$ cat config.mk
export PLATFORM = sky130hd
export DESIGN_NAME = sample_addr_gen
export DESIGN_NICKNAME = d
export VERILOG_FILES = /design/src/hdl/mix_cfg_pkg.sv /design/src/hdl/sample_addr_gen.sv
export SDC_FILE = /design/constraint.sdc
export NUM_CORES = 1
export LEC_CHECK = 0
export BUFFER_PORTS_ARGS = -buffer_cell sky130_fd_sc_hd__buf_2
export CAP_MARGIN = 20
export CELL_PAD_IN_SITES_DETAIL_PLACEMENT = 0
export CELL_PAD_IN_SITES_GLOBAL_PLACEMENT = 2
export CORE_AREA = 2 2 43 45
export DETAILED_ROUTE_END_ITERATION = 6
export DIE_AREA = 0 0 45 47
export GPL_TIMING_DRIVEN = 1
export PLACE_DENSITY_LB_ADDON = 0.1
export SETUP_SLACK_MARGIN = 0.15
export SLEW_MARGIN = 20
export SYNTH_ARGS = -nofsm -noshare
export SYNTH_HDL_FRONTEND = slang
export SYNTH_SLANG_ARGS = --single-unit
$ cat constraint.sdc
create_clock -name ck -period 2.61 [get_ports ck]
set_input_delay 0.1305 -clock ck [delete_from_list [all_inputs] [get_ports ck]]
set_output_delay 0.1305 -clock ck [all_outputs]
set_load 0.05 [all_outputs]
$ cat src/hdl/mix_cfg_pkg.sv
package mix_cfg_pkg;

    // Channel and frame geometry
    localparam int CHANNELS = 16;
    localparam int CHAN_W = $clog2(CHANNELS);
    localparam int FRAMES = 32;
    localparam int FRAME_W = $clog2(FRAMES);

    // Program and audio memories
    localparam int CODE_DEPTH = 256;
    localparam int CODE_W = $clog2(CODE_DEPTH);
    localparam int AUDIO_DEPTH = CHANNELS * FRAMES;
    localparam int AUDIO_W = $clog2(AUDIO_DEPTH);
    localparam int WORD_W = 32;

    // Arithmetic widths
    localparam int SAMPLE_W = 16;
    localparam int PROD_W = 2 * SAMPLE_W;
    localparam int ACC_W = 40;

    typedef logic [CHAN_W-1:0] chan_t;
    typedef logic [FRAME_W-1:0] frame_t;
    typedef logic [CODE_W-1:0] code_addr_t;
    typedef logic [AUDIO_W-1:0] audio_addr_t;
    typedef logic signed [SAMPLE_W-1:0] sample_t;
    typedef logic signed [ACC_W-1:0] acc_t;

    // Program load port
    typedef struct packed {
        logic we;
        code_addr_t addr;
        logic [WORD_W-1:0] data;
    } coef_wr_t;

    // Audio load port
    typedef struct packed {
        logic we;
        audio_addr_t addr;
        sample_t data;
    } audio_wr_t;

    // One output channel write
    typedef struct packed {
        logic we;
        chan_t chan;
        sample_t data;
    } mix_out_t;

endpackage
$ cat src/hdl/sample_addr_gen.sv
`timescale 1ns/1ps

module sample_addr_gen (
    input logic ck,
    input mix_cfg_pkg::chan_t chan,
    input mix_cfg_pkg::frame_t frame,
    input mix_cfg_pkg::frame_t offset,
    output mix_cfg_pkg::audio_addr_t addr
);

    mix_cfg_pkg::frame_t rel_frame;

    // Frame relative to the run frame, wrapped around the channel
    assign rel_frame = mix_cfg_pkg::frame_t'((frame + offset) % mix_cfg_pkg::FRAMES);

    // Channel selects the block of frames
    always_ff @(posedge ck) begin
        addr <= {chan, rel_frame};
    end

endmodule

==> impl_results.md <==
- Status: completed
- Synth top area share: 0.531
- Die H: 47 um
- Hold depth: 2
- Clock Tree Root: clkbuf_4
- Post-synthesis xor/xnor area fraction: 0.103
- CP startpoint: offset[0]
- Initial DRC count: 0
- Crit-path max FO: 2
- WHS Endpoint: addr[0]$_DFF_P_
- Yosys reg bits: 9
- Multiplexer share of the synthesized area: 0
- Power density of the placed cells: 714 mW/mm2
- CP endpoint kind: flip-flop
- Hold WC Path Type: primary input to flip-flop
- Number of synthesis warnings: 0
- Layout Utilization: 0.328
- Tightest Pin Transition: 0.251 ns
- Port Buffers: 23
- Dpl cell area: 475 um2
- Dominant cells by area after synthesis: dfxtp_1, ha_1, xnor2_1
- Clock Tree Buf Depth: 2
- Initial Utilization: 0.205
- Number of different library cells in the post-synthesis netlist: 9
- Syn nets: 48
- TNS Setup: 0 ns
- Final net count: 80
- CTS buffer count: 3
- Layout Cell Area excl Fill: 542 um2
- Remaining antenna violation count: 0
- Router iterations before antenna repair: 1
- Worst-path clk slew: 0.06 ns
- DR WL/cell: 9.72 um
- Slew headroom: 0.834
- Synth Area in Adders: 0.207
- Largest family of logic cells by synthesized area: adder cells
- Worst Path Required: 2.80 ns
- Post_cts resized: 0
- Tcrit/Tclk final: 0.416
- GPL Wtd Cong: 0.629
- Total grt overflow: 0
- Final setup fails: 0
- Initial antenna violation count: 0
- Slew Limit Fails: 0
- Largest register FFs: 9
- Largest registers: addr x9
- Fraction of layout cells with a size suffix above 1: 0.475
- Max Cap Violations: 0
- Arr. time, crit path: 1.27 ns
- Mapped Avg Cell Area: 12.1 um2
- Leakage: 0.280 nW
- Synth Area in Simple Gates: 0.0406
- Largest net degree at the start of global routing: 6
- Final wirelength: 739 um
- Die Wd: 45 um
- Unrepaired setup endpoints after global routing: false
- Vias in the first global route: 311
- Die area: 0.00212 mm2
- CTS tree: built
- Post-CTS setup buffer count: 0
- CP Class: primary input to flip-flop
- H-Tree Depth: 1
- Power, Total: 0.000387 W
- Maximum VDD drop: 165 uV
- Largest Register: addr
- Antenna Cells: 0
- CTS sink cnt: 9
- CORE AREA: 0.00165 mm2
- Post-Synthesis Cells: 28
- Final hold vios: 0
- Cell row count: 15
- Residual DRC: 0
- Sequential fraction of the synthesis area: 0.531
- CP Launch Type: primary input
- Max Freq: 921 MHz
- DR vias/cell: 3.87
- Complex-gate fraction of the synthesized area: 0.0738
- Hold path start: frame[0]
- # IOs: 24
- GRT Resource Usage Total: 0.0839
- Largest area contributor in the netlist: dfxtp_1
- Post-route minimum period: 1.09 ns
- Mapped Area: 339 um2
- Layout area overhead: 59.8%
- Total number of vias: 294
- First-pass GRT wire length: 1.19 mm
cells by family (layout without fill, tap and decap cells):
logic type / Yosys count / after routing
simple gates: 3 / 3
xor+xnor: 4 / 4
compound gates: 3 / 3
buf+inv: 4 / 35
fa+ha+maj: 5 / 5
flops: 9 / 9
Yosys cell counts, drive strengths merged:
| library cell | count |
|---|---|
| a21oi | 2 |
| nor2 | 2 |
| ha | 4 |
| dfxtp | 9 |
| inv | 4 |
| a21o | 1 |
| fa | 1 |
| xnor2 | 4 |
| nand2b | 1 |
how the worst max path moves through the flow:
stage                                  to  slack (ns)
after floorplan           addr[4]$_DFF_P_        1.45
after global placement    addr[4]$_DFF_P_        1.28
after detailed placement  addr[4]$_DFF_P_        1.24
after CTS                 addr[4]$_DFF_P_        1.51
after global routing      addr[4]$_DFF_P_        1.43
final                     addr[4]$_DFF_P_        1.52
cells in the final DEF, fill, tap and decap left out:
master and instances:
a21o_1 1, a21oi_2 2, buf_2 23, clkbuf_1 1
clkbuf_4 3, dfxtp_1 9, dlygate4sd3_1 4, fa_1 1
ha_1 4, inv_1 4, nand2b_1 1, nor2_1 2
xnor2_1 4
per-stage QoR:
step / std cells / worst slack (ns) / hold WS [ns]
global placement: 68 / 1.28 / 0.236
CTS: 76 / 1.51 / 0.0890
finish: 76 / 1.52 / 0.0963
floorplan: 28 / 1.45 / 0.158
global route: 76 / 1.43 / 0.111
detailed placement: 68 / 1.24 / 0.238
repair_timing:
action                                  CTS  global route
endpoints found under the hold margin     4             0
hold buffers                              4             0
endpoints found under the setup margin    0             0
layout make-up:
class / instances / area [um2]
inverter: 4 / 15.0
clock buffer: 4 / 26.3
sequential: 9 / 180
timing repair buffer: 27 / 155
fill: 170 / 1110
multi-input combinational: 15 / 144
tap: 17 / 21.3
report_power, final:
part,switching (W),internal [W]
logic,0.0000855,0.0000392
clock network,0.0000457,0.0000587
registers,0.00000314,0.000154
total,0.000134,0.000252
critical path, stage by stage:
cell,delay [ns]
buf_2,0.08
ha_1,0.18
inv_1,0.06
fa_1,0.40
nand2b_1,0.17
a21oi_2,0.13
xnor2_1,0.12
routing by layer:
| layer | global-route usage | up-vias | part of all wire |
|---|---|---|---|
| li1 | - | 151 | - |
| met1 | 0.0741 | 128 | 0.34 |
| met2 | 0.157 | 15 | 0.57 |
| met3 | 0.0231 | 0 | 0.084 |
| met4 | 0.0706 | 0 | 0 |
| met5 | 0 | - | 0 |
Note: power is estimated with default switching activity, not from simulation.
