==> config.mk <==
export PLATFORM = sky130hd
export DESIGN_NAME = program_counter
export DESIGN_NICKNAME = d
export VERILOG_FILES = /design/src/hdl/mix_cfg_pkg.sv /design/src/hdl/program_counter.sv
export SDC_FILE = /design/constraint.sdc
export NUM_CORES = 1
export LEC_CHECK = 0
export BUFFER_PORTS_ARGS = -buffer_cell sky130_fd_sc_hd__buf_2
export CAP_MARGIN = 20
export CORE_AREA = 8 8 45 47
export CTS_BUF_LIST = sky130_fd_sc_hd__clkbuf_4 sky130_fd_sc_hd__clkbuf_8
export DETAILED_ROUTE_END_ITERATION = 6
export DIE_AREA = 0 0 53 55
export PLACE_DENSITY = 0.53
export SYNTH_ARGS = -nofsm -noshare
export SYNTH_HDL_FRONTEND = slang
export SYNTH_SLANG_ARGS = --single-unit
==> constraint.sdc <==
create_clock -name ck -period 1.4 [get_ports ck]
set_input_delay 0.21 -clock ck [delete_from_list [all_inputs] [get_ports ck]]
set_output_delay 0.21 -clock ck [all_outputs]
set_load 0.02 [all_outputs]
==> src/hdl/mix_cfg_pkg.sv <==
package mix_cfg_pkg;

    // Channel and frame geometry
    localparam int CHANNELS = 16;
    localparam int CHAN_W = $clog2(CHANNELS);
    localparam int FRAMES = 32;
    localparam int FRAME_W = $clog2(FRAMES);

    // Program and audio memories
    localparam int CODE_DEPTH = 256;
    localparam int CODE_W = $clog2(CODE_DEPTH);
    localparam int AUDIO_DEPTH = CHANNELS * FRAMES;
    localparam int AUDIO_W = $clog2(AUDIO_DEPTH);
    localparam int WORD_W = 32;

    // Arithmetic widths
    localparam int SAMPLE_W = 16;
    localparam int PROD_W = 2 * SAMPLE_W;
    localparam int ACC_W = 40;

    typedef logic [CHAN_W-1:0] chan_t;
    typedef logic [FRAME_W-1:0] frame_t;
    typedef logic [CODE_W-1:0] code_addr_t;
    typedef logic [AUDIO_W-1:0] audio_addr_t;
    typedef logic signed [SAMPLE_W-1:0] sample_t;
    typedef logic signed [ACC_W-1:0] acc_t;

    // Program load port
    typedef struct packed {
        logic we;
        code_addr_t addr;
        logic [WORD_W-1:0] data;
    } coef_wr_t;

    // Audio load port
    typedef struct packed {
        logic we;
        audio_addr_t addr;
        sample_t data;
    } audio_wr_t;

    // One output channel write
    typedef struct packed {
        logic we;
        chan_t chan;
        sample_t data;
    } mix_out_t;

endpackage
==> src/hdl/program_counter.sv <==
`timescale 1ns/1ps

module program_counter (
    input logic ck,
    input logic reset,
    input logic clear,
    input logic step,
    output mix_cfg_pkg::code_addr_t addr
);

    // Fetch address, wraps from the last word back to zero
    always_ff @(posedge ck) begin
        if (!reset) begin
            addr <= '0;
        end else if (clear) begin
            addr <= '0;
        end else if (step) begin
            addr <= addr + 1'b1;
        end
    end

    // Sequencer never asks for both at once
    assert property (@(posedge ck) disable iff (!reset) !(clear && step))
        else $error("program counter got clear and step together");

endmodule

==> key figures <==
Run status
  – Outcome: complete, no violations

Floorplanning
  – Die Ht: 55 um
  – Initial Util: 24.5%
  – Total die area: 2920 um2
  – # IOs: 12
  – Core area: 1380 um2
  – Die width: 53 um
  – # rows: 14

GRT
  – Initial antenna violation count: 0
  – Gr usage total: 5.91%
  – Vias in the first global route: 305
  – First-pass GRT wire length: 1.19 mm
  – Largest net degree at the start of global routing: 9
  – Congestion Overflow GR: 0

Logic synthesis
  – Compound-Gate Fraction of Synth Area: 8.86%
  – Yosys warnings: 0
  – Synth cell types: 14
  – Post-Synth Simple-Gate Area: 23.6%
  – Synth area leaders: dfxtp_1, xor2_1, nand4_1
  – Largest family of logic cells by synthesized area: simple AND/OR/NAND/NOR gates
  – Post-synthesis xor/xnor area fraction: 10.3%
  – Mux cell area share after synthesis: 2.95%
  – #FFs+latches synth: 8
  – Cells after Synth: 38
  – Mapped Area: 339 um2
  – Net Count, Synth: 43
  – Top cell type by total area after synthesis: dfxtp_1
  – Synth top area share: 47.2%
  – Register area share after synthesis: 47.2%
  – Post-Synth Adder-Cell Area: 3.69%
  – Syn Area/Cell: 8.92 um2

Placement
  – Placed Cells: 63
  – DP Area: 403 um2
  – Gp weighted congestion: 0.731
  – Port Buffers: 11
  – Dpl hpwl: 576 um
  – Pre-CTS setup slack: 0.0817 ns

Power
  – Power Density: 1010 nW/um2
  – Worst vdd ir: 282 uV
  – Leakage: 0.178 nW

Timing
  – Slew HR: 78.6%
  – Max Freq: 0.781 GHz
  – TNS Setup: 0 ns
  – Worst setup margin: 0.119 ns
  – RSZ-0062 raised after global routing: false
  – Final setup viols: 0
  – Skew final: 0.000586 ns
  – Worst-Margin Slew: 0.320 ns
  – Final hold slack: 0.306 ns
  – Minimum clock period: 1.28 ns
  – Max Slew Vio Count: 0
  – Period utilization: 91.5%
  – Final hold violations: 0

Clock tree
  – CTS Buffer Depth: 2
  – CTS root buf: clkbuf_4
  – CTS Hold Buffers Added: 0
  – Skew-Pair Late Insertion Delay: 0.25 ns
  – Inserted Clock Buffers: 3
  – H-tree Lvls: 1
  – CTS tree: done
  – Reg clk slew, reported paths: 0.05 ns
  – Clock sink count: 8

Setup path
  – Crit-path max cell delay: 0.37 ns
  – Worst path required time: 1.58 ns
  – CP endpoint kind: register
  – Max Fanout on Critical Path: 5
  – WS Path Type: register to register
  – Worst Path Arrival: 1.46 ns
  – Worst path cell trace: ha_1, nand4_1, or3_1, a21oi_1
  – Worst Path Buf+Inv: 0
  – Slowest-stage cell, CP: dfxtp_2
  – Crit path launch type: register
  – Worst path top cell family by delay: simple AND/OR/NAND/NOR gates

Finish
  – Fin area: 428 um2
  – Fin cells: 66
  – Antenna cells: 0
  – Number of fill cells: 152
  – Largest registers: addr x8
  – Layout area overhead: 26.2%
  – Max FFs per register: 8
  – Reg with most FFs: addr
  – Share of cells above drive strength 1: 32.0%
  – Layout Nets: 57

Routing
  – DRC viols: 0
  – Routed Antenna Nets: 0
  – Drt pass-1 iters: 4
  – WL/cell: 11.6 um
  – Vias per inst: 4.73
  – Routed WL: 764 um
  – Starting DRT DRC Count: 2
  – Via count: 312

Hold path
  – Worst hold-check path type: input pin to register

Flow run
  – Max cap viols: 0
-- final cells by class --
cell class	count	area (um2)	share of cell area, %
multi-input cells	28	168	39.2
flip-flops and latches	8	163	38.0
repair buffers	11	55.1	12.9
clock buffers	3	22.5	5.26
well taps	16	20.0	4.68
-- worst reg2reg max path, cell delays in order (launching register included) --
cell and delay [ns]:
dfxtp_2 0.37, ha_1 0.18, nand4_1 0.15, or3_1 0.37
a21oi_1 0.14
-- repair_timing --
item	in CTS	in global routing
setup endpoints to repair	0	1
resized for setup	0	2
buffers inserted	0	0
-- final timing paths --
path                 from  depth (start not counted)  endpoint  slack (ns)
hold reg to reg   addr[7]                          2   addr[7]        0.48
hold / removal       step                          3   addr[1]        0.31
setup reg to reg  addr[0]                          4   addr[6]        0.12
setup / recovery  addr[0]                          4   addr[6]        0.12
-- synthesized netlist by cell type (all sizes together) --
| cell type | instances |
|---|---|
| dfxtp | 8 |
| nor2 | 5 |
| nand4 | 4 |
| a21oi | 3 |
| nand2 | 3 |
| o21ai | 3 |
| or3 | 3 |
| xor2 | 3 |
| buf | 1 |
| clkbuf | 1 |
| ha | 1 |
| mux2i | 1 |
| nand2b | 1 |
| xnor2 | 1 |
-- power breakdown --
group	total (mW)	leakage (nW)	switching [mW]	internal [mW]
registers	0.233	0.0655	0.00294	0.230
logic	0.0216	0.0983	0.0126	0.00906
clock network	0.177	0.0138	0.0785	0.0981
total	0.431	0.178	0.0940	0.337
-- kinds of logic after synthesis --
kind of cell	after synthesis
buf+inv	2
simple gates	16
flops	8
compound gates	6
fa+ha+maj	1
mux	1
xor+xnor	4
-- placed cells by master, fill, tap and decap left out, drive strengths merged --
master and n:
o21ai 3, nor2 5, or3 3, xnor2 1
nand2b 1, dfxtp 8, nand2 3, ha 1
a21oi 3, mux2i 1, nand4 4, clkbuf 3
xor2 3, buf 11
-- routing by layer --
metal  vias to the layer above  routed length, um  track usage, %  part of all wire (%)
met1                       145                325            5.64                    43
met3                         2                 45            1.87                   5.9
met2                         8                374            8.98                    49
met5                         -                  0               0                     0
met4                         0                 19            7.76                   2.5
li1                        157                  -               -                     -
-- per-stage QoR --
step	util, %	power (mW)
3_5_place_dp	29.1	0.259
6_report	30.9	0.431
3_3_place_gp	29.1	0.259
5_1_grt	30.9	0.458
2_1_floorplan	-	0.253
4_1_cts	30.7	0.442
Note: power is estimated with default switching activity, not from simulation.
