`src/hdl/mix_cfg_pkg.sv`:
```
package mix_cfg_pkg;

    // Channel and frame geometry
    localparam int CHANNELS = 16;
    localparam int CHAN_W = $clog2(CHANNELS);
    localparam int FRAMES = 32;
    localparam int FRAME_W = $clog2(FRAMES);

    // Program and audio memories
    localparam int CODE_DEPTH = 256;
    localparam int CODE_W = $clog2(CODE_DEPTH);
    localparam int AUDIO_DEPTH = CHANNELS * FRAMES;
    localparam int AUDIO_W = $clog2(AUDIO_DEPTH);
    localparam int WORD_W = 32;

    // Arithmetic widths
    localparam int SAMPLE_W = 16;
    localparam int PROD_W = 2 * SAMPLE_W;
    localparam int ACC_W = 40;

    typedef logic [CHAN_W-1:0] chan_t;
    typedef logic [FRAME_W-1:0] frame_t;
    typedef logic [CODE_W-1:0] code_addr_t;
    typedef logic [AUDIO_W-1:0] audio_addr_t;
    typedef logic signed [SAMPLE_W-1:0] sample_t;
    typedef logic signed [ACC_W-1:0] acc_t;

    // Program load port
    typedef struct packed {
        logic we;
        code_addr_t addr;
        logic [WORD_W-1:0] data;
    } coef_wr_t;

    // Audio load port
    typedef struct packed {
        logic we;
        audio_addr_t addr;
        sample_t data;
    } audio_wr_t;

    // One output channel write
    typedef struct packed {
        logic we;
        chan_t chan;
        sample_t data;
    } mix_out_t;

endpackage
```
`src/hdl/mix_isa_pkg.sv`:
```
package mix_isa_pkg;

    localparam int OP_W = 7;
    localparam int SHIFT_W = 3;

    // Cycles spent in DRAIN after the halting word leaves decode
    localparam int DRAIN_CYCLES = 4;

    typedef enum logic [OP_W-1:0] {
        OP_HALT = 7'h00,
        OP_MAC = 7'h40,
        OP_MACZ = 7'h41,
        OP_SAVE = 7'h42,
        OP_NOP = 7'h7F
    } op_t;

    // Program word, top bit first
    typedef struct packed {
        op_t op;
        mix_cfg_pkg::frame_t offset;
        mix_cfg_pkg::chan_t chan;
        mix_cfg_pkg::sample_t gain;
    } instr_t;

    // Control carried down the pipe with each instruction
    typedef struct packed {
        // Add this product
        logic mac_en;
        // Clear the accumulator first
        logic acc_clear;
        // Write the window out
        logic save;
        logic [SHIFT_W-1:0] shift;
        mix_cfg_pkg::chan_t chan;
    } mac_ctrl_t;

endpackage

```
`src/hdl/mix_sequencer.sv`:
```
`timescale 1ns/1ps

module mix_sequencer (
    input logic ck,
    input logic reset,
    input logic start,
    input mix_cfg_pkg::frame_t frame,
    input mix_isa_pkg::instr_t instr,
    input mix_cfg_pkg::code_addr_t pc,
    output logic pc_clear,
    output logic pc_step,
    output mix_cfg_pkg::chan_t rd_chan,
    output mix_cfg_pkg::frame_t rd_offset,
    output mix_cfg_pkg::frame_t run_frame,
    output mix_cfg_pkg::sample_t gain,
    output mix_isa_pkg::mac_ctrl_t ctrl,
    output logic busy,
    output logic done,
    output logic error
);

    typedef enum logic [1:0] {
        S_IDLE,
        S_FILL,
        S_RUN,
        S_DRAIN
    } state_t;

    state_t state;
    logic accept;
    logic stop;
    logic bad_op;
    logic err_hold;
    logic [2:0] drain_cnt;
    mix_isa_pkg::mac_ctrl_t dec;
    mix_isa_pkg::mac_ctrl_t ctrl_d;
    mix_isa_pkg::mac_ctrl_t ctrl_p;
    mix_cfg_pkg::sample_t gain_d;
    mix_cfg_pkg::sample_t gain_p;

    assign accept = (state == S_IDLE) && start;
    assign pc_clear = accept;
    assign pc_step = (state == S_FILL) || (state == S_RUN);

    // Decode of the word on the program RAM output
    always_comb begin
        dec = '0;
        stop = 1'b0;
        bad_op = 1'b0;
        dec.chan = instr.chan;
        case (instr.op)
            mix_isa_pkg::OP_MAC: begin
                dec.mac_en = 1'b1;
            end
            mix_isa_pkg::OP_MACZ: begin
                dec.mac_en = 1'b1;
                dec.acc_clear = 1'b1;
            end
            mix_isa_pkg::OP_SAVE: begin
                dec.save = 1'b1;
                dec.shift = instr.offset[mix_isa_pkg::SHIFT_W-1:0];
            end
            mix_isa_pkg::OP_NOP: begin
            end
            mix_isa_pkg::OP_HALT: begin
                stop = 1'b1;
            end
            default: begin
                stop = 1'b1;
                bad_op = 1'b1;
            end
        endcase
    end

    always_ff @(posedge ck) begin
        if (!reset) begin
            state <= S_IDLE;
            busy <= 1'b0;
            done <= 1'b0;
            error <= 1'b0;
            err_hold <= 1'b0;
            drain_cnt <= '0;
        end else begin
            case (state)
                S_IDLE: begin
                    if (start) begin
                        state <= S_FILL;
                        busy <= 1'b1;
                        done <= 1'b0;
                        error <= 1'b0;
                        err_hold <= 1'b0;
                    end
                end
                S_FILL: begin
                    state <= S_RUN;
                end
                S_RUN: begin
                    if (stop) begin
                        state <= S_DRAIN;
                        err_hold <= bad_op;
                        drain_cnt <= 3'(mix_isa_pkg::DRAIN_CYCLES);
                    end
                end
                S_DRAIN: begin
                    // Wait for older instructions to reach the output
                    if (drain_cnt == '0) begin
                        state <= S_IDLE;
                        busy <= 1'b0;
                        done <= 1'b1;
                        error <= err_hold;
                    end else begin
                        drain_cnt <= drain_cnt - 1'b1;
                    end
                end
                default: begin
                    state <= S_IDLE;
                end
            endcase
        end
    end

    // Control pipe, words outside RUN become bubbles
    always_ff @(posedge ck) begin
        if (!reset) begin
            ctrl_d <= '0;
            ctrl_p <= '0;
            ctrl <= '0;
        end else begin
            ctrl_d <= (state == S_RUN) ? dec : '0;
            ctrl_p <= ctrl_d;
            ctrl <= ctrl_p;
        end
    end

    // Operand fields, gain lines up with the sample read
    always_ff @(posedge ck) begin
        rd_chan <= instr.chan;
        rd_offset <= instr.offset;
        gain_d <= instr.gain;
        gain_p <= gain_d;
        gain <= gain_p;
        if (accept) begin
            run_frame <= frame;
        end
    end

    assert property (@(posedge ck) disable iff (!reset) !(done && busy))
        else $error("done and busy high together");

    assert property (@(posedge ck) disable iff (!reset)
        (start && busy) |=> $stable(run_frame))
        else $error("start taken while busy");

    // First fetch must come from word zero
    assert property (@(posedge ck) disable iff (!reset) (state == S_FILL) |-> (pc == '0))
        else $error("first fetch not at address zero");

endmodule

```
`config.mk`:
```
export PLATFORM = sky130hd
export DESIGN_NAME = mix_sequencer
export DESIGN_NICKNAME = d
export VERILOG_FILES = /design/src/hdl/mix_cfg_pkg.sv /design/src/hdl/mix_isa_pkg.sv /design/src/hdl/mix_sequencer.sv
export SDC_FILE = /design/constraint.sdc
export NUM_CORES = 1
export LEC_CHECK = 0
export BUFFER_PORTS_ARGS = -buffer_cell sky130_fd_sc_hd__buf_2
export CORE_UTILIZATION = 51
export CTS_BUF_LIST = sky130_fd_sc_hd__clkbuf_16
export DETAILED_ROUTE_END_ITERATION = 8
export GPL_TIMING_DRIVEN = 0
export PLACE_DENSITY = 0.78
export SLEW_MARGIN = 5
export SYNTH_ARGS = -nofsm -noshare
export SYNTH_HDL_FRONTEND = slang
export SYNTH_SLANG_ARGS = --single-unit
```
`constraint.sdc`:
```
create_clock -name ck -period 3.2 [get_ports ck]
set_input_delay 0.16 -clock ck [delete_from_list [all_inputs] [get_ports ck]]
set_output_delay 0.16 -clock ck [all_outputs]
set_load 0.1 [all_outputs]
```
==> flow_summary.toml <==
[outcome]
outcome = "finished clean"

[placement]
preCtsSetupSlack_ns = 1.436
placedCellCount = 358
place_area_mm2 = 0.003209
dp_hpwl_mm = 2.983
portBuffers = 83
gp_congestion = 0.8453

[finish]
drive_gt1_frac = 0.3123
utilization = 0.7428
antenna_cells = 0
layout_commonest_cell = "dfxtp_1"
final_cells = 403
design_area_mm2 = 0.003794
fillers = 354
layout_common_cells = "dfxtp_1 (96), buf_2 (83), dlygate4sd3_1 (29)"
area_growth_pct = 40.18
nets = 381

[synthesis]
yosys-top-cells-area = "dfxtp_1 (71%), and2_1 (5.5%), edfxtp_1 (5.5%)"
synth_area_mm2 = 0.002706
yosysWarningCount = 0
yosysTopAreaCellShare = 0.7101
yosysSeqAreaShare = 0.7656
syn_nets = 258
synth-seq-cells = 101
ys_types = 29
avgSynthCellArea_um2 = 13.20
yosysTopAreaCell = "dfxtp_1"
syn_inst = 205

[floorplan]
pin_count = 93
start_util = 0.5299
die_w_um = 74.85
core_area_mm2 = 0.005107
rows = 26
die_area_mm2 = 0.005602
die_y_um = 74.85

[detailed_routing]
wl_per_cell_um = 11.94
wl_mm = 4.813
drc = 0
vias = 1797
firstDrtPassIters = 4
ant_nets = 0
first_iter_violations = 43
via_per_inst = 4.459

[power_and_ir_drop]
powerDensity_mw_per_mm2 = 752.3
finalPower_mw = 2.854
ir_drop_mv = 0.4767
p_leak_nw = 1.720

[sta]
fmax_mhz = 519.4
hold_viol = 0
tightest_slew_ns = 0.5031
slew-limit-headroom = 0.6669
hold_slack_ns = 0.02249
fin_crit_sh = 0.6016
rsz0062_at_grt = "false"
clock_skew_ns = 0.005295
fin_ws_ns = 1.275
finalSetupViolCount = 0
tns_ns = 0
maxSlewViolCount = 0
fin_crit_ns = 1.925

[global_route]
grt_pass1_wl_mm = 7.652
grt_overflow_total = 0
grt_pass1_vias = 1701
grt_max_degree = 18
antenna_found_initial = 0
grtUsageTotal = 0.1939

[worst_setup_path]
crit_arrival_ns = 1.77
crit_type = "flip-flop to output pin"
critical_path.top_delay_family = "buffers and inverters"
crit_path_start_kind = "flip-flop"
crit_chain = "inv_1 -> ha_1 -> nand2_1 -> inv_1 -> buf_2"
crit_top_cell = "inv_1"
end_kind = "output pin"
critPathMaxFanout = 8
cp_slowest_cell = "buf_2"
cpPeakStageDelay_ns = 0.49
crit_required_ns = 3.04
path_buf_inv = 3

[clock_network]
cts_buffers = 9
cts_tree = "built"
clock-root-buffer = "clkbuf_16"
htree_levels = 3
clockBufferDepth = 2
path_clk_slew_ns = 0.06
clk_latency_ns = 0.33
numClockSinks = 101

[worst_hold_path]
hp-class = "primary input to flip-flop"

[flow_run]
maxCapViolCount = 0
## registers in the layout (all words and copies together) (netlist names)
signal	cells
ctrl_d	10
state	2
rd_offset	5
ctrl	10
ctrl_p	10
error	1
run_frame	5
err_hold	1
drain_cnt	3
done	1
busy	1
gain_p	16
gain	16
rd_chan	4
gain_d	16
## logic make-up (layout without fill, tap and decap cells)
kind of cell,count (synthesis),count (layout),synth area share
buf+inv,17,145,0.02358
fa+ha+maj,5,5,0.02312
simple gates,62,62,0.1313
flops,101,101,0.7656
compound gates,19,19,0.05271
mux,1,1,0.003699
## cell usage after synthesis
master / number
a211o_1: 1
a21boi_4: 1
a21oi_1: 5
a221oi_2: 1
a22oi_1: 1
and2_1: 24
and3_1: 4
clkbuf_1: 6
dfxtp_1: 96
edfxtp_1: 5
ha_1: 5
inv_1: 11
mux2i_1: 1
nand2_1: 15
nand2b_1: 1
nand3_1: 2
nand4_1: 4
nor2_1: 4
nor2_2: 1
nor3_1: 2
nor4_1: 1
nor4_2: 1
nor4b_2: 1
o211ai_1: 4
o21ai_0: 4
o2bb2ai_1: 1
o32ai_1: 1
or3_1: 1
or3_4: 1
## timing repair
action                    CTS  global route
buffers inserted            0             0
resized for setup           0             0
hold endpoints to repair   29             0
hold buffers               29             0
## worst paths after layout
kind	start	end	slack, ns	cells after the start
worst max-delay path	state[0]$_SDFFE_PN0P_	pc_clear	1.27	5
worst min-delay path	frame[1]	run_frame[1]$_DFFE_PP_	0.02	1
worst max register to register	drain_cnt[0]$_SDFFE_PN0P_	drain_cnt[1]$_SDFFE_PN0P_	1.44	7
worst min register to register	gain_p[13]$_DFF_P_	gain[13]$_DFF_P_	0.32	0
## layout make-up
type / instances / area [µm²] / area share
Sequential cell: 101 / 2072 / 0.5462
Multi-Input combinational cell: 87 / 570.5 / 0.1504
Timing Repair Buffer: 112 / 705.7 / 0.1860
Inverter: 11 / 41.29 / 0.01088
Buffer: 6 / 22.52 / 0.005937
Clock inverter: 6 / 43.79 / 0.01154
Clock buffer: 10 / 250.2 / 0.06596
Tap cell: 70 / 87.58 / 0.02309
## report_power, final
part           switching [mW]  internal (mW)  total [mW]  leakage (nW)
Sequential             0.0205           1.33        1.36         0.844
Clock                   0.445          0.578        1.02         0.143
Combinational           0.370          0.106       0.476         0.733
## routing by layer
| metal | GRT usage | vias up | routed length [µm] | share of wire |
|---|---|---|---|---|
| li1 | - | 920 | - | - |
| met5 | 0 | - | 0 | 0 |
| met2 | 0.3403 | 55 | 2534 | 0.53 |
| met3 | 0.06827 | 8 | 265 | 0.055 |
| met4 | 0.09015 | 0 | 95 | 0.020 |
| met1 | 0.2094 | 814 | 1916 | 0.40 |
No activity file was read; power rests on OpenSTA's default activity.
