[config.mk]
export PLATFORM = sky130hd
export DESIGN_NAME = mac_datapath
export DESIGN_NICKNAME = d
export VERILOG_FILES = /design/src/hdl/mix_cfg_pkg.sv /design/src/hdl/mix_isa_pkg.sv /design/src/hdl/mac_datapath.sv
export SDC_FILE = /design/constraint.sdc
export NUM_CORES = 1
export LEC_CHECK = 0
export BUFFER_PORTS_ARGS = -buffer_cell sky130_fd_sc_hd__buf_2
export CAP_MARGIN = 20
export CORE_ASPECT_RATIO = 0.7
export CORE_MARGIN = 2
export CORE_UTILIZATION = 55
export CTS_CLUSTER_SIZE = 28
export DETAILED_ROUTE_END_ITERATION = 12
export PLACE_DENSITY_LB_ADDON = 0.15
export SLEW_MARGIN = 20
export SYNTH_ARGS = -nofsm -noshare
export SYNTH_HDL_FRONTEND = slang
export SYNTH_SLANG_ARGS = --single-unit
[constraint.sdc]
create_clock -name ck -period 8.8 [get_ports ck]
set_input_delay 1.76 -clock ck [delete_from_list [all_inputs] [get_ports ck]]
set_output_delay 1.76 -clock ck [all_outputs]
set_load 0.005 [all_outputs]
[src/hdl/mix_cfg_pkg.sv]
package mix_cfg_pkg;

    // Channel and frame geometry
    localparam int CHANNELS = 16;
    localparam int CHAN_W = $clog2(CHANNELS);
    localparam int FRAMES = 32;
    localparam int FRAME_W = $clog2(FRAMES);

    // Program and audio memories
    localparam int CODE_DEPTH = 256;
    localparam int CODE_W = $clog2(CODE_DEPTH);
    localparam int AUDIO_DEPTH = CHANNELS * FRAMES;
    localparam int AUDIO_W = $clog2(AUDIO_DEPTH);
    localparam int WORD_W = 32;

    // Arithmetic widths
    localparam int SAMPLE_W = 16;
    localparam int PROD_W = 2 * SAMPLE_W;
    localparam int ACC_W = 40;

    typedef logic [CHAN_W-1:0] chan_t;
    typedef logic [FRAME_W-1:0] frame_t;
    typedef logic [CODE_W-1:0] code_addr_t;
    typedef logic [AUDIO_W-1:0] audio_addr_t;
    typedef logic signed [SAMPLE_W-1:0] sample_t;
    typedef logic signed [ACC_W-1:0] acc_t;

    // Program load port
    typedef struct packed {
        logic we;
        code_addr_t addr;
        logic [WORD_W-1:0] data;
    } coef_wr_t;

    // Audio load port
    typedef struct packed {
        logic we;
        audio_addr_t addr;
        sample_t data;
    } audio_wr_t;

    // One output channel write
    typedef struct packed {
        logic we;
        chan_t chan;
        sample_t data;
    } mix_out_t;

endpackage
[src/hdl/mix_isa_pkg.sv]
package mix_isa_pkg;

    localparam int OP_W = 7;
    localparam int SHIFT_W = 3;

    // Cycles spent in DRAIN after the halting word leaves decode
    localparam int DRAIN_CYCLES = 4;

    typedef enum logic [OP_W-1:0] {
        OP_HALT = 7'h00,
        OP_MAC = 7'h40,
        OP_MACZ = 7'h41,
        OP_SAVE = 7'h42,
        OP_NOP = 7'h7F
    } op_t;

    // Program word, top bit first
    typedef struct packed {
        op_t op;
        mix_cfg_pkg::frame_t offset;
        mix_cfg_pkg::chan_t chan;
        mix_cfg_pkg::sample_t gain;
    } instr_t;

    // Control carried down the pipe with each instruction
    typedef struct packed {
        // Add this product
        logic mac_en;
        // Clear the accumulator first
        logic acc_clear;
        // Write the window out
        logic save;
        logic [SHIFT_W-1:0] shift;
        mix_cfg_pkg::chan_t chan;
    } mac_ctrl_t;

endpackage

[src/hdl/mac_datapath.sv]
`timescale 1ns/1ps

module mac_datapath (
    input logic ck,
    input logic reset,
    input mix_cfg_pkg::sample_t sample,
    input mix_cfg_pkg::sample_t gain,
    input mix_isa_pkg::mac_ctrl_t ctrl,
    output mix_cfg_pkg::mix_out_t out
);

    logic signed [mix_cfg_pkg::PROD_W-1:0] prod_q;
    mix_isa_pkg::mac_ctrl_t ctrl_q;
    mix_cfg_pkg::acc_t acc;
    mix_cfg_pkg::acc_t prod_ext;
    mix_cfg_pkg::sample_t window;
    mix_cfg_pkg::mix_out_t win_q;

    // Multiply stage
    always_ff @(posedge ck) begin
        prod_q <= gain * sample;
    end

    always_ff @(posedge ck) begin
        if (!reset) begin
            ctrl_q <= '0;
        end else begin
            ctrl_q <= ctrl;
        end
    end

    assign prod_ext = {{(mix_cfg_pkg::ACC_W - mix_cfg_pkg::PROD_W){prod_q[mix_cfg_pkg::PROD_W-1]}},
                       prod_q};

    // Accumulator, wraps at full width
    always_ff @(posedge ck) begin
        if (!reset) begin
            acc <= '0;
        end else if (ctrl_q.acc_clear) begin
            acc <= ctrl_q.mac_en ? prod_ext : '0;
        end else if (ctrl_q.mac_en) begin
            acc <= acc + prod_ext;
        end
    end

    // 16-bit window in steps of four bits, top code reads zero
    always_comb begin
        if (ctrl_q.shift == '1) begin
            window = '0;
        end else begin
            window = acc[4 * ctrl_q.shift +: mix_cfg_pkg::SAMPLE_W];
        end
    end

    // Window register, then the output register
    always_ff @(posedge ck) begin
        if (!reset) begin
            win_q <= '0;
            out <= '0;
        end else begin
            win_q.we <= ctrl_q.save;
            win_q.chan <= ctrl_q.chan;
            win_q.data <= window;
            out <= win_q;
        end
    end

    // A write with the zero window code carries no data
    assert property (@(posedge ck) disable iff (!reset)
        out.we |-> (out.data == '0) || ($past(ctrl_q.shift, 2) != 3'd7))
        else $error("nonzero output for shift 7");

endmodule

==> results of run 1 <==
[state kept, by name (all words and copies together), names as in the netlist]
signal	count
acc	40
win_q	21
ctrl_q	10
out	21
prod_q	32
[cell families (layout without fill, tap and decap cells)]
kind of cell             Yosys count  after routing  share of synthesized area, %
AO/OA/AOI/OAI                    253            253                          10.1
adder cells (fa/ha/maj)          384            384                          41.9
multiplexers                      62             62                          4.88
flip-flops                       124            124                          15.4
buffers and inverters            376            408                          8.73
AND/OR/NAND/NOR                  508            508                          15.4
XOR/XNOR                          66             66                          3.58
[final cells by class]
class | instances | area (sq um)
repair buffers | 68 | 350
flip-flops and latches | 124 | 2480
well taps | 378 | 473
inverters | 308 | 1160
clock buffers | 19 | 443
fillers | 2535 | 11500
clock inverters | 13 | 189
multi-input cells | 1273 | 12300
[per-stage QoR]
step	utilization, %	cell area [sq um]	hold WS [ns]	setup WS (ns)
detailed placement	58.0	16700	0.418	0.595
global route	60.1	17400	0.447	0.605
floorplan	-	16200	0.412	1.22
CTS	60.1	17400	0.432	1.00
global placement	58.0	16700	0.414	0.750
finish	60.1	17400	0.432	0.947
[placed cells by master, fill, tap and decap left out, types with 12 or more instances in the layout]
cell type                   count
sky130_fd_sc_hd__a31oi_1       17
sky130_fd_sc_hd__mux2i_1       38
sky130_fd_sc_hd__ha_1         121
sky130_fd_sc_hd__a21o_1        25
sky130_fd_sc_hd__mux4_2        12
sky130_fd_sc_hd__nand2_1      188
sky130_fd_sc_hd__a22oi_1       21
sky130_fd_sc_hd__xor2_1        16
sky130_fd_sc_hd__clkbuf_16     17
sky130_fd_sc_hd__buf_2         64
sky130_fd_sc_hd__nor2_1        80
sky130_fd_sc_hd__a21oi_1       63
sky130_fd_sc_hd__fa_1         263
sky130_fd_sc_hd__dfxtp_1      122
sky130_fd_sc_hd__xnor2_1       50
sky130_fd_sc_hd__o21ai_0       60
sky130_fd_sc_hd__nand3_1       19
sky130_fd_sc_hd__and2_1       165
sky130_fd_sc_hd__inv_1        307
[critical path, stage by stage]
cell,delay (ns)
sky130_fd_sc_hd__buf_2,0.29
sky130_fd_sc_hd__nand2_1,0.14
sky130_fd_sc_hd__fa_1,0.55
sky130_fd_sc_hd__inv_1,0.05
sky130_fd_sc_hd__fa_1,0.49
sky130_fd_sc_hd__inv_1,0.07
sky130_fd_sc_hd__fa_1,0.53
sky130_fd_sc_hd__inv_1,0.05
sky130_fd_sc_hd__fa_1,0.46
sky130_fd_sc_hd__fa_1,0.51
sky130_fd_sc_hd__inv_1,0.05
sky130_fd_sc_hd__fa_1,0.47
sky130_fd_sc_hd__inv_1,0.04
sky130_fd_sc_hd__ha_1,0.32
sky130_fd_sc_hd__and3_1,0.25
sky130_fd_sc_hd__a221o_1,0.34
sky130_fd_sc_hd__and3_1,0.22
sky130_fd_sc_hd__a211oi_1,0.45
sky130_fd_sc_hd__a22oi_1,0.27
sky130_fd_sc_hd__a31oi_1,0.29
sky130_fd_sc_hd__a21oi_1,0.13
sky130_fd_sc_hd__a21o_1,0.20
sky130_fd_sc_hd__a21oi_1,0.17
sky130_fd_sc_hd__xnor2_1,0.13
[worst max-delay path by stage]
stage	from	to	cells past startpoint
floorplan	sample[7]	prod_q[31]$_DFF_P_	24
global route	sample[7]	prod_q[31]$_DFF_P_	24
finish	sample[7]	prod_q[31]$_DFF_P_	24
CTS	sample[7]	prod_q[31]$_DFF_P_	24
global placement	sample[7]	prod_q[31]$_DFF_P_	24
detailed placement	sample[7]	prod_q[31]$_DFF_P_	24
[routing by layer]
layer  global-route usage (%)  share of wire (%)  vias to the layer above
li1                         -                  -                     5659
met1                     36.1                 46                     5947
met2                     40.9                 47                      300
met3                     4.06                6.1                       28
met4                     4.57               0.89                        0
met5                        0                  0                        -
==> results.md, run 1 <==
- The flow ran to the end, and the final reports show no timing, DRC or antenna violations.
- The worst setup path is of the input port to flip-flop kind.
- Dividing the detail-routed via count by the number of cells gives ~5.5.
- Of all cell types, the one taking the most synthesized area is sky130_fd_sc_hd__fa_1.
- The initialized floorplan defines 52 standard-cell rows.
- The post-route minimum period is approximately 8 ns.
- Counting flops with a built-in enable in the synthesized netlist gives 0.
- The number of sinks handled by clock tree synthesis is 124.
- The total vias in the final route is between 10000 and 15000.
- Along the worst hold path, the cell count comes to 1.
- The weighted congestion reported at the end of routability-driven placement is a little over 0.9.
- The number of diodes is 0.
- The maximum number of pins on one net before global-route repair is 64.
- Static timing analysis puts the maximum clock frequency at about 130 MHz.
- The wire length per cell is roughly 16 um.
- The number of global-route vias before repair is 12610.
- Setup violations remaining at the end of the flow were counted as 0.
- The area fraction of the dominant cell type after synthesis is between 30% and 40%.
- The number of buffers on the longest clock path is 2.
- The clock-pin slew of the registers on the worst-case setup and hold paths is roughly 0.060 ns.
- At the later pin of the worst-skew pair, clock insertion delay measures between 0.4 and 0.5 ns.
- Buffers inserted during clock tree synthesis total 17.
- The remaining antenna violation count after routing is 0.
- The deepest level of the CTS H-tree is 4.
- The cell chosen for the clock root is sky130_fd_sc_hd__clkbuf_16.
- Cells with a size suffix above 1 make up under 10% of the layout.
- The number of detailed-routing iterations run before antenna repair is 5.
- Data on the critical path is required at its endpoint by about 9 ns.
- The post-CTS repair timing setup buffer count is 0.
- The post-layout net count is between 2000 and 2500.
- The async set-or-reset flop fraction in the synthesized netlist is 0%.
- The number of antenna violations at the first check in global routing was 0.
- Port buffering added 64 buffers.
- For the final database, setup skew stands at 0.0114 ns.
- The total of flip-flops plus latches after synthesis is 124.
- The floorplan die height is ~150 um.
- The number of different library cells in the post-synthesis netlist is 60.
- The placed wire-length estimate after detailed placement is 29.0 mm.
- The number of cells on the worst reg-to-reg path is 11.
- The class of the worst hold path is flip-flop to flip-flop.
- The worst setup path is captured at a flip-flop.
- After floorplanning, the core was sized to cover around 0.029 sq mm.
- The number of nets handed over by synthesis was 2201.
- STA classifies the critical path startpoint as an input port.
- The path with the worst hold slack has its endpoint at win_q[18]$_SDFF_PN0_.
- The number of placed instances, taps included, is between 2000 and 2500.
- The origin of the critical flop-to-flop path is acc[6]$_SDFFE_PN0P_.
- The total count of hold-check failures in the final report is 0.
- Across every metal layer, demand over resource in global routing totals around a quarter.
- For this run, design rule violations remaining after detail routing come to 0.
- Setup repair after global routing left no endpoint under its margin.
- For this run, the number of standard cells in the final layout without fillers is 2183.
- The first global-routing pass estimated ~62 mm of wire.
- The average size of a mapped cell is 9.12 sq um.
- Summing the sequential cell areas from Yosys gives between 15 and 20% of the chip area.
- The total number of yosys warnings is 0.
- The final-report max-slew violation count came to 0.
- The most instantiated flip-flop cell in the synthesis netlist is sky130_fd_sc_hd__dfxtp_1.
- The area of the die is 0.0308 sq mm.
- 65 I/O pins were placed.
- The total length of routed wires is ~36 mm.
- In this run the register-to-register setup slack is approximately 5.4 ns.
- The most repeated cell in the gate-level netlist after synthesis is sky130_fd_sc_hd__inv_1.
- Data arrives at the worst endpoint at just over 8 ns.
- The tool flagged a number of max-cap violations equal to 0.
- The commonest cells after synthesis are sky130_fd_sc_hd__inv_1, sky130_fd_sc_hd__fa_1, sky130_fd_sc_hd__nand2_1.
- After routing, the total negative slack on setup checks comes to 0 ns.
- The CTS tree is done.
- Ranked by total cell area, the synthesized netlist is headed by sky130_fd_sc_hd__fa_1, sky130_fd_sc_hd__dfxtp_1, sky130_fd_sc_hd__ha_1.
- Once the clock tree was built, the resizer swapped 0 gates to a different size.
- The synthesized netlist occupies a cell area of about 0.016 sq mm.
- In this run the most critical hold path is launched from ctrl_q[2]$_SDFF_PN0_.
- The count of hold-fix buffers inserted at cts is 0.
- The worst pin sits at a relative slew slack of a little under a third.
- The endpoint of the lowest-slack register-to-register path is acc[39]$_SDFFE_PN0P_.
- The remaining global-route overflow is 0.
- The part of the cycle the worst path needs is between 80% and 90%.
- The initial utilization of the core area, before any placement, comes to a little under three fifths.
- The number of DRC violations after detailed-routing iteration 0 is just under 800.
- The die is ~210 um wide.
- Counting every instance in the synthesized netlist gives 1773.
- The actual slew at the worst max-slew pin is about 1.0 ns.
- In this run the worst path has a maximum fanout of 16.
- The area growth from synthesis to layout is 7.49%.
Power of run 1 is not shown: default switching activity piles up to over one toggle a cycle in this logic, so the estimate is an artifact.
==> run 2: changes to the inputs <==
- BUFFER_PORTS_ARGS: -buffer_cell sky130_fd_sc_hd__buf_2 -> not set
- DONT_BUFFER_PORTS: not set -> 1
==> results.md, run 2 (same netlist as run 1, synthesis figures left out) <==
- The run finished with clean final reports.
- The instance count on the critical path is 23 (-4.2%).
- The maximum number of pins on one net before global-route repair is 64 (unchanged).
- The per-cell via count in the routed design came to 5.53 (+1.2%).
- The part of the cycle the worst path needs is 86.3% (-2.9 points).
- The flip-flop count of the largest register, all copies and words added came to 40 (unchanged).
- The library cells used most frequently in the layout, excluding fill and tap cells, are sky130_fd_sc_hd__inv_1, sky130_fd_sc_hd__fa_1, sky130_fd_sc_hd__nand2_1, sky130_fd_sc_hd__and2_1, sky130_fd_sc_hd__dfxtp_1.
- The final-report max-slew violation count is 0 (unchanged).
- In this design, the critical path's most frequently occurring cell is sky130_fd_sc_hd__fa_1.
- The library cell used most frequently in the layout, excluding fill and tap cells, is sky130_fd_sc_hd__inv_1.
- The weighted congestion reported at the end of routability-driven placement is 0.913 (-0.70%).
- The horizontal die dimension is 209 um (unchanged).
- The starting density of the core came to 56.0% (unchanged).
- The number of sinks handled by clock tree synthesis was 124 (unchanged).
- The data arrival time of the worst path is 7.96 ns (-0.25 ns).
- In the final layout, the registers with the most flip-flops are acc: 40 flops, prod_q: 32 flops.
- From synthesis to final layout, the design area changed by 5.32%.
- The deepest level of the CTS H-tree is 4 (unchanged).
- The total count of hold-check failures in the final report is 0 (unchanged).
- The total length of routed wires was 35.7 mm (-0.48%).
- The worst register-to-register path ends at acc[39]$_SDFFE_PN0P_.
- The first-pass GRT wire length came to 62.7 mm (+0.92%).
- The post-route minimum period is 7.60 ns (-0.256 ns).
- The number of cells on the worst reg-to-reg path came to 11 (unchanged).
- The signal on the critical path passes through nand2_1, fa_1, inv_1, fa_1, inv_1, fa_1, inv_1, fa_1, fa_1, inv_1, fa_1, inv_1, ha_1, and3_1, a221o_1, and3_1, a211oi_1, a22oi_1, a31oi_1, a21oi_1, a21o_1, a21oi_1, xnor2_1.
- The register-to-register setup slack is 5.44 ns (+0.02 ns).
- The post-route clock skew was 0.0117 ns (+0.000302 ns).
- The remaining routing DRC violations is 0 (unchanged).
- The number of detailed-routing iterations run before antenna repair is 5 (unchanged).
- The count of hold-fix buffers inserted at cts came to 0 (unchanged).
- The total vias in the final route came to 11719 (-1.8%).
- The remaining global-route overflow is 0 (unchanged).
- The quantity of gates resized following cts is 0 (unchanged).
- The worst slew margin relative to its limit is 32.8% (+2.8 points).
- The total setup violations reported at the end of the flow was 0 (unchanged).
- The register with the most flip-flops in the final layout is acc.
- The wire length per cell was 16.8 um (+2.6%).
- The peak fanout along the critical path is 16 (unchanged).
- Broken down by cell family, the worst path's largest delay share belongs to adder cells.
- The remaining antenna violation count after routing came to 0 (unchanged).
- The CTS tree is done.
- The count of buffers inserted at the top-level ports is 0 (-100%).
- By startpoint and endpoint, the worst setup path is classified as input port to flip-flop.
- The number of core rows is 52 (unchanged).
- The sort of element at the end of the critical path is a flip-flop.
- The maximum achievable frequency is 132 MHz (+3.4%).
- The actual slew at the worst max-slew pin came to 1.00 ns (-0.0412 ns).
- The clock-pin slew of the registers on the worst-case setup and hold paths is 0.06 ns (about the same).
- The area of the die is 0.0308 sq mm (unchanged).
- The core region area was 0.0289 sq mm (unchanged).
- The number of diodes is 0 (unchanged).
- The required time of the critical path was 9.16 ns (about the same).
- STA classifies the critical path startpoint as an input port.
- The share of layout cells above drive strength 1 came to 3.85% (-3.5 points).
- The placed wire-length estimate after detailed placement was 28.7 mm (-1.1%).
- CTS placed an instance of sky130_fd_sc_hd__clkbuf_16 at the clock tree root.
- The critical path buffer and inverter count is 5 (-1).
- The total clock buffers created by CTS was 17 (unchanged).
- The start point of the critical path is sample[7].
- The number of I/O pins was 65 (unchanged).
- The number of antenna violations at the first check in global routing is 0 (unchanged).
- The floorplan die height is 147 um (unchanged).
- The tightest min-delay check is of the flip-flop to flip-flop type.
- The number of global-route vias before repair came to 12570 (-0.32%).
- The count of max-cap constraint violations was 0 (unchanged).
- The number of buffers on the longest clock path is 2 (unchanged).
- The largest stage delay on the critical path was 0.55 ns (about the same).
- The post-CTS repair timing setup buffer count is 0 (unchanged).
- Setup repair after global routing left no endpoint under its margin.
- The number of DRC violations after detailed-routing iteration 0 is 867 (+13%).
- The global router's overall resource usage came to 25.4% (+0.23 points).
- The standard cell with the maximum stage delay on the critical path is sky130_fd_sc_hd__fa_1.
- The post-layout net count was 2155 (-2.9%).
- The insertion delay of the later-clocked pin in the worst-skew pair is 0.43 ns (about the same).
- The final sum of negative setup slack is 0 ns (unchanged).
- In this run the worst setup path terminates at prod_q[31]$_DFF_P_.
- The origin of the critical flop-to-flop path is acc[3]$_SDFFE_PN0P_.
[run 2: cell types whose count changed in the layout (fill, tap and decap cells not counted)]
cell / change
sky130_fd_sc_hd__buf_4: -1
sky130_fd_sc_hd__buf_2: -64
sky130_fd_sc_hd__clkinv_4: +1
sky130_fd_sc_hd__clkinvlp_4: +1
sky130_fd_sc_hd__inv_6: -1
sky130_fd_sc_hd__bufinv_16: -1
[run 2: through the flow]
step | setup slack (ns) | area, sq um | utilization, % | hold slack (ns) | instances
2_1_floorplan | 1.22 | 16200 | - | 0.412 | 1773
6_report | 1.20 | 17000 | 58.9 | 0.424 | 2118
4_1_cts | 1.23 | 17000 | 58.9 | 0.424 | 2118
5_1_grt | 0.907 | 17000 | 58.9 | 0.441 | 2118
3_5_place_dp | 0.820 | 16400 | 56.8 | 0.418 | 2086
3_3_place_gp | 0.981 | 16400 | 56.8 | 0.414 | 2086
[run 2: area by class of cell]
cell class,count,area [sq um]
Clock inverter,13,166
Sequential cell,124,2480
Tap cell,378,473
Multi-Input combinational cell,1273,12300
Clock buffer,19,443
Inverter,308,1160
Fill cell,2516,11900
Timing Repair Buffer,3,22.5
[run 2: how the worst min path moves through the flow]
stage                               from                   end  cells past startpoint
floorplan            win_q[0]$_SDFF_PP0_     out[0]$_SDFF_PN0_                      1
global placement    ctrl_q[2]$_SDFF_PN0_  win_q[18]$_SDFF_PN0_                      1
detailed placement  ctrl_q[0]$_SDFF_PN0_  win_q[16]$_SDFF_PN0_                      1
CTS                 win_q[13]$_SDFF_PP0_    out[13]$_SDFF_PN0_                      1
global route        win_q[15]$_SDFF_PP0_    out[15]$_SDFF_PN0_                      1
finish              win_q[13]$_SDFF_PP0_    out[13]$_SDFF_PN0_                      1
[run 2: routing by layer]
layer | track usage [%] | part of all wire, %
met3 | 3.91 | 5.6
met2 | 40.7 | 46
met5 | 0 | 0
met1 | 36.8 | 47
met4 | 5.18 | 1.6
[run 2: worst register-to-register path, cell delays in order, from the launching register on]
cell and delay, ns:
sky130_fd_sc_hd__dfxtp_1 0.37, sky130_fd_sc_hd__ha_1 0.37, sky130_fd_sc_hd__o211ai_1 0.11, sky130_fd_sc_hd__o21ai_1 0.29
sky130_fd_sc_hd__o21ai_1 0.18, sky130_fd_sc_hd__a2111o_1 0.46, sky130_fd_sc_hd__a21o_1 0.25, sky130_fd_sc_hd__a32oi_2 0.34
sky130_fd_sc_hd__a31oi_1 0.20, sky130_fd_sc_hd__o21a_1 0.26, sky130_fd_sc_hd__mux2_4 0.30, sky130_fd_sc_hd__a31oi_1 0.15
Power of run 2 is left out for the same reason.
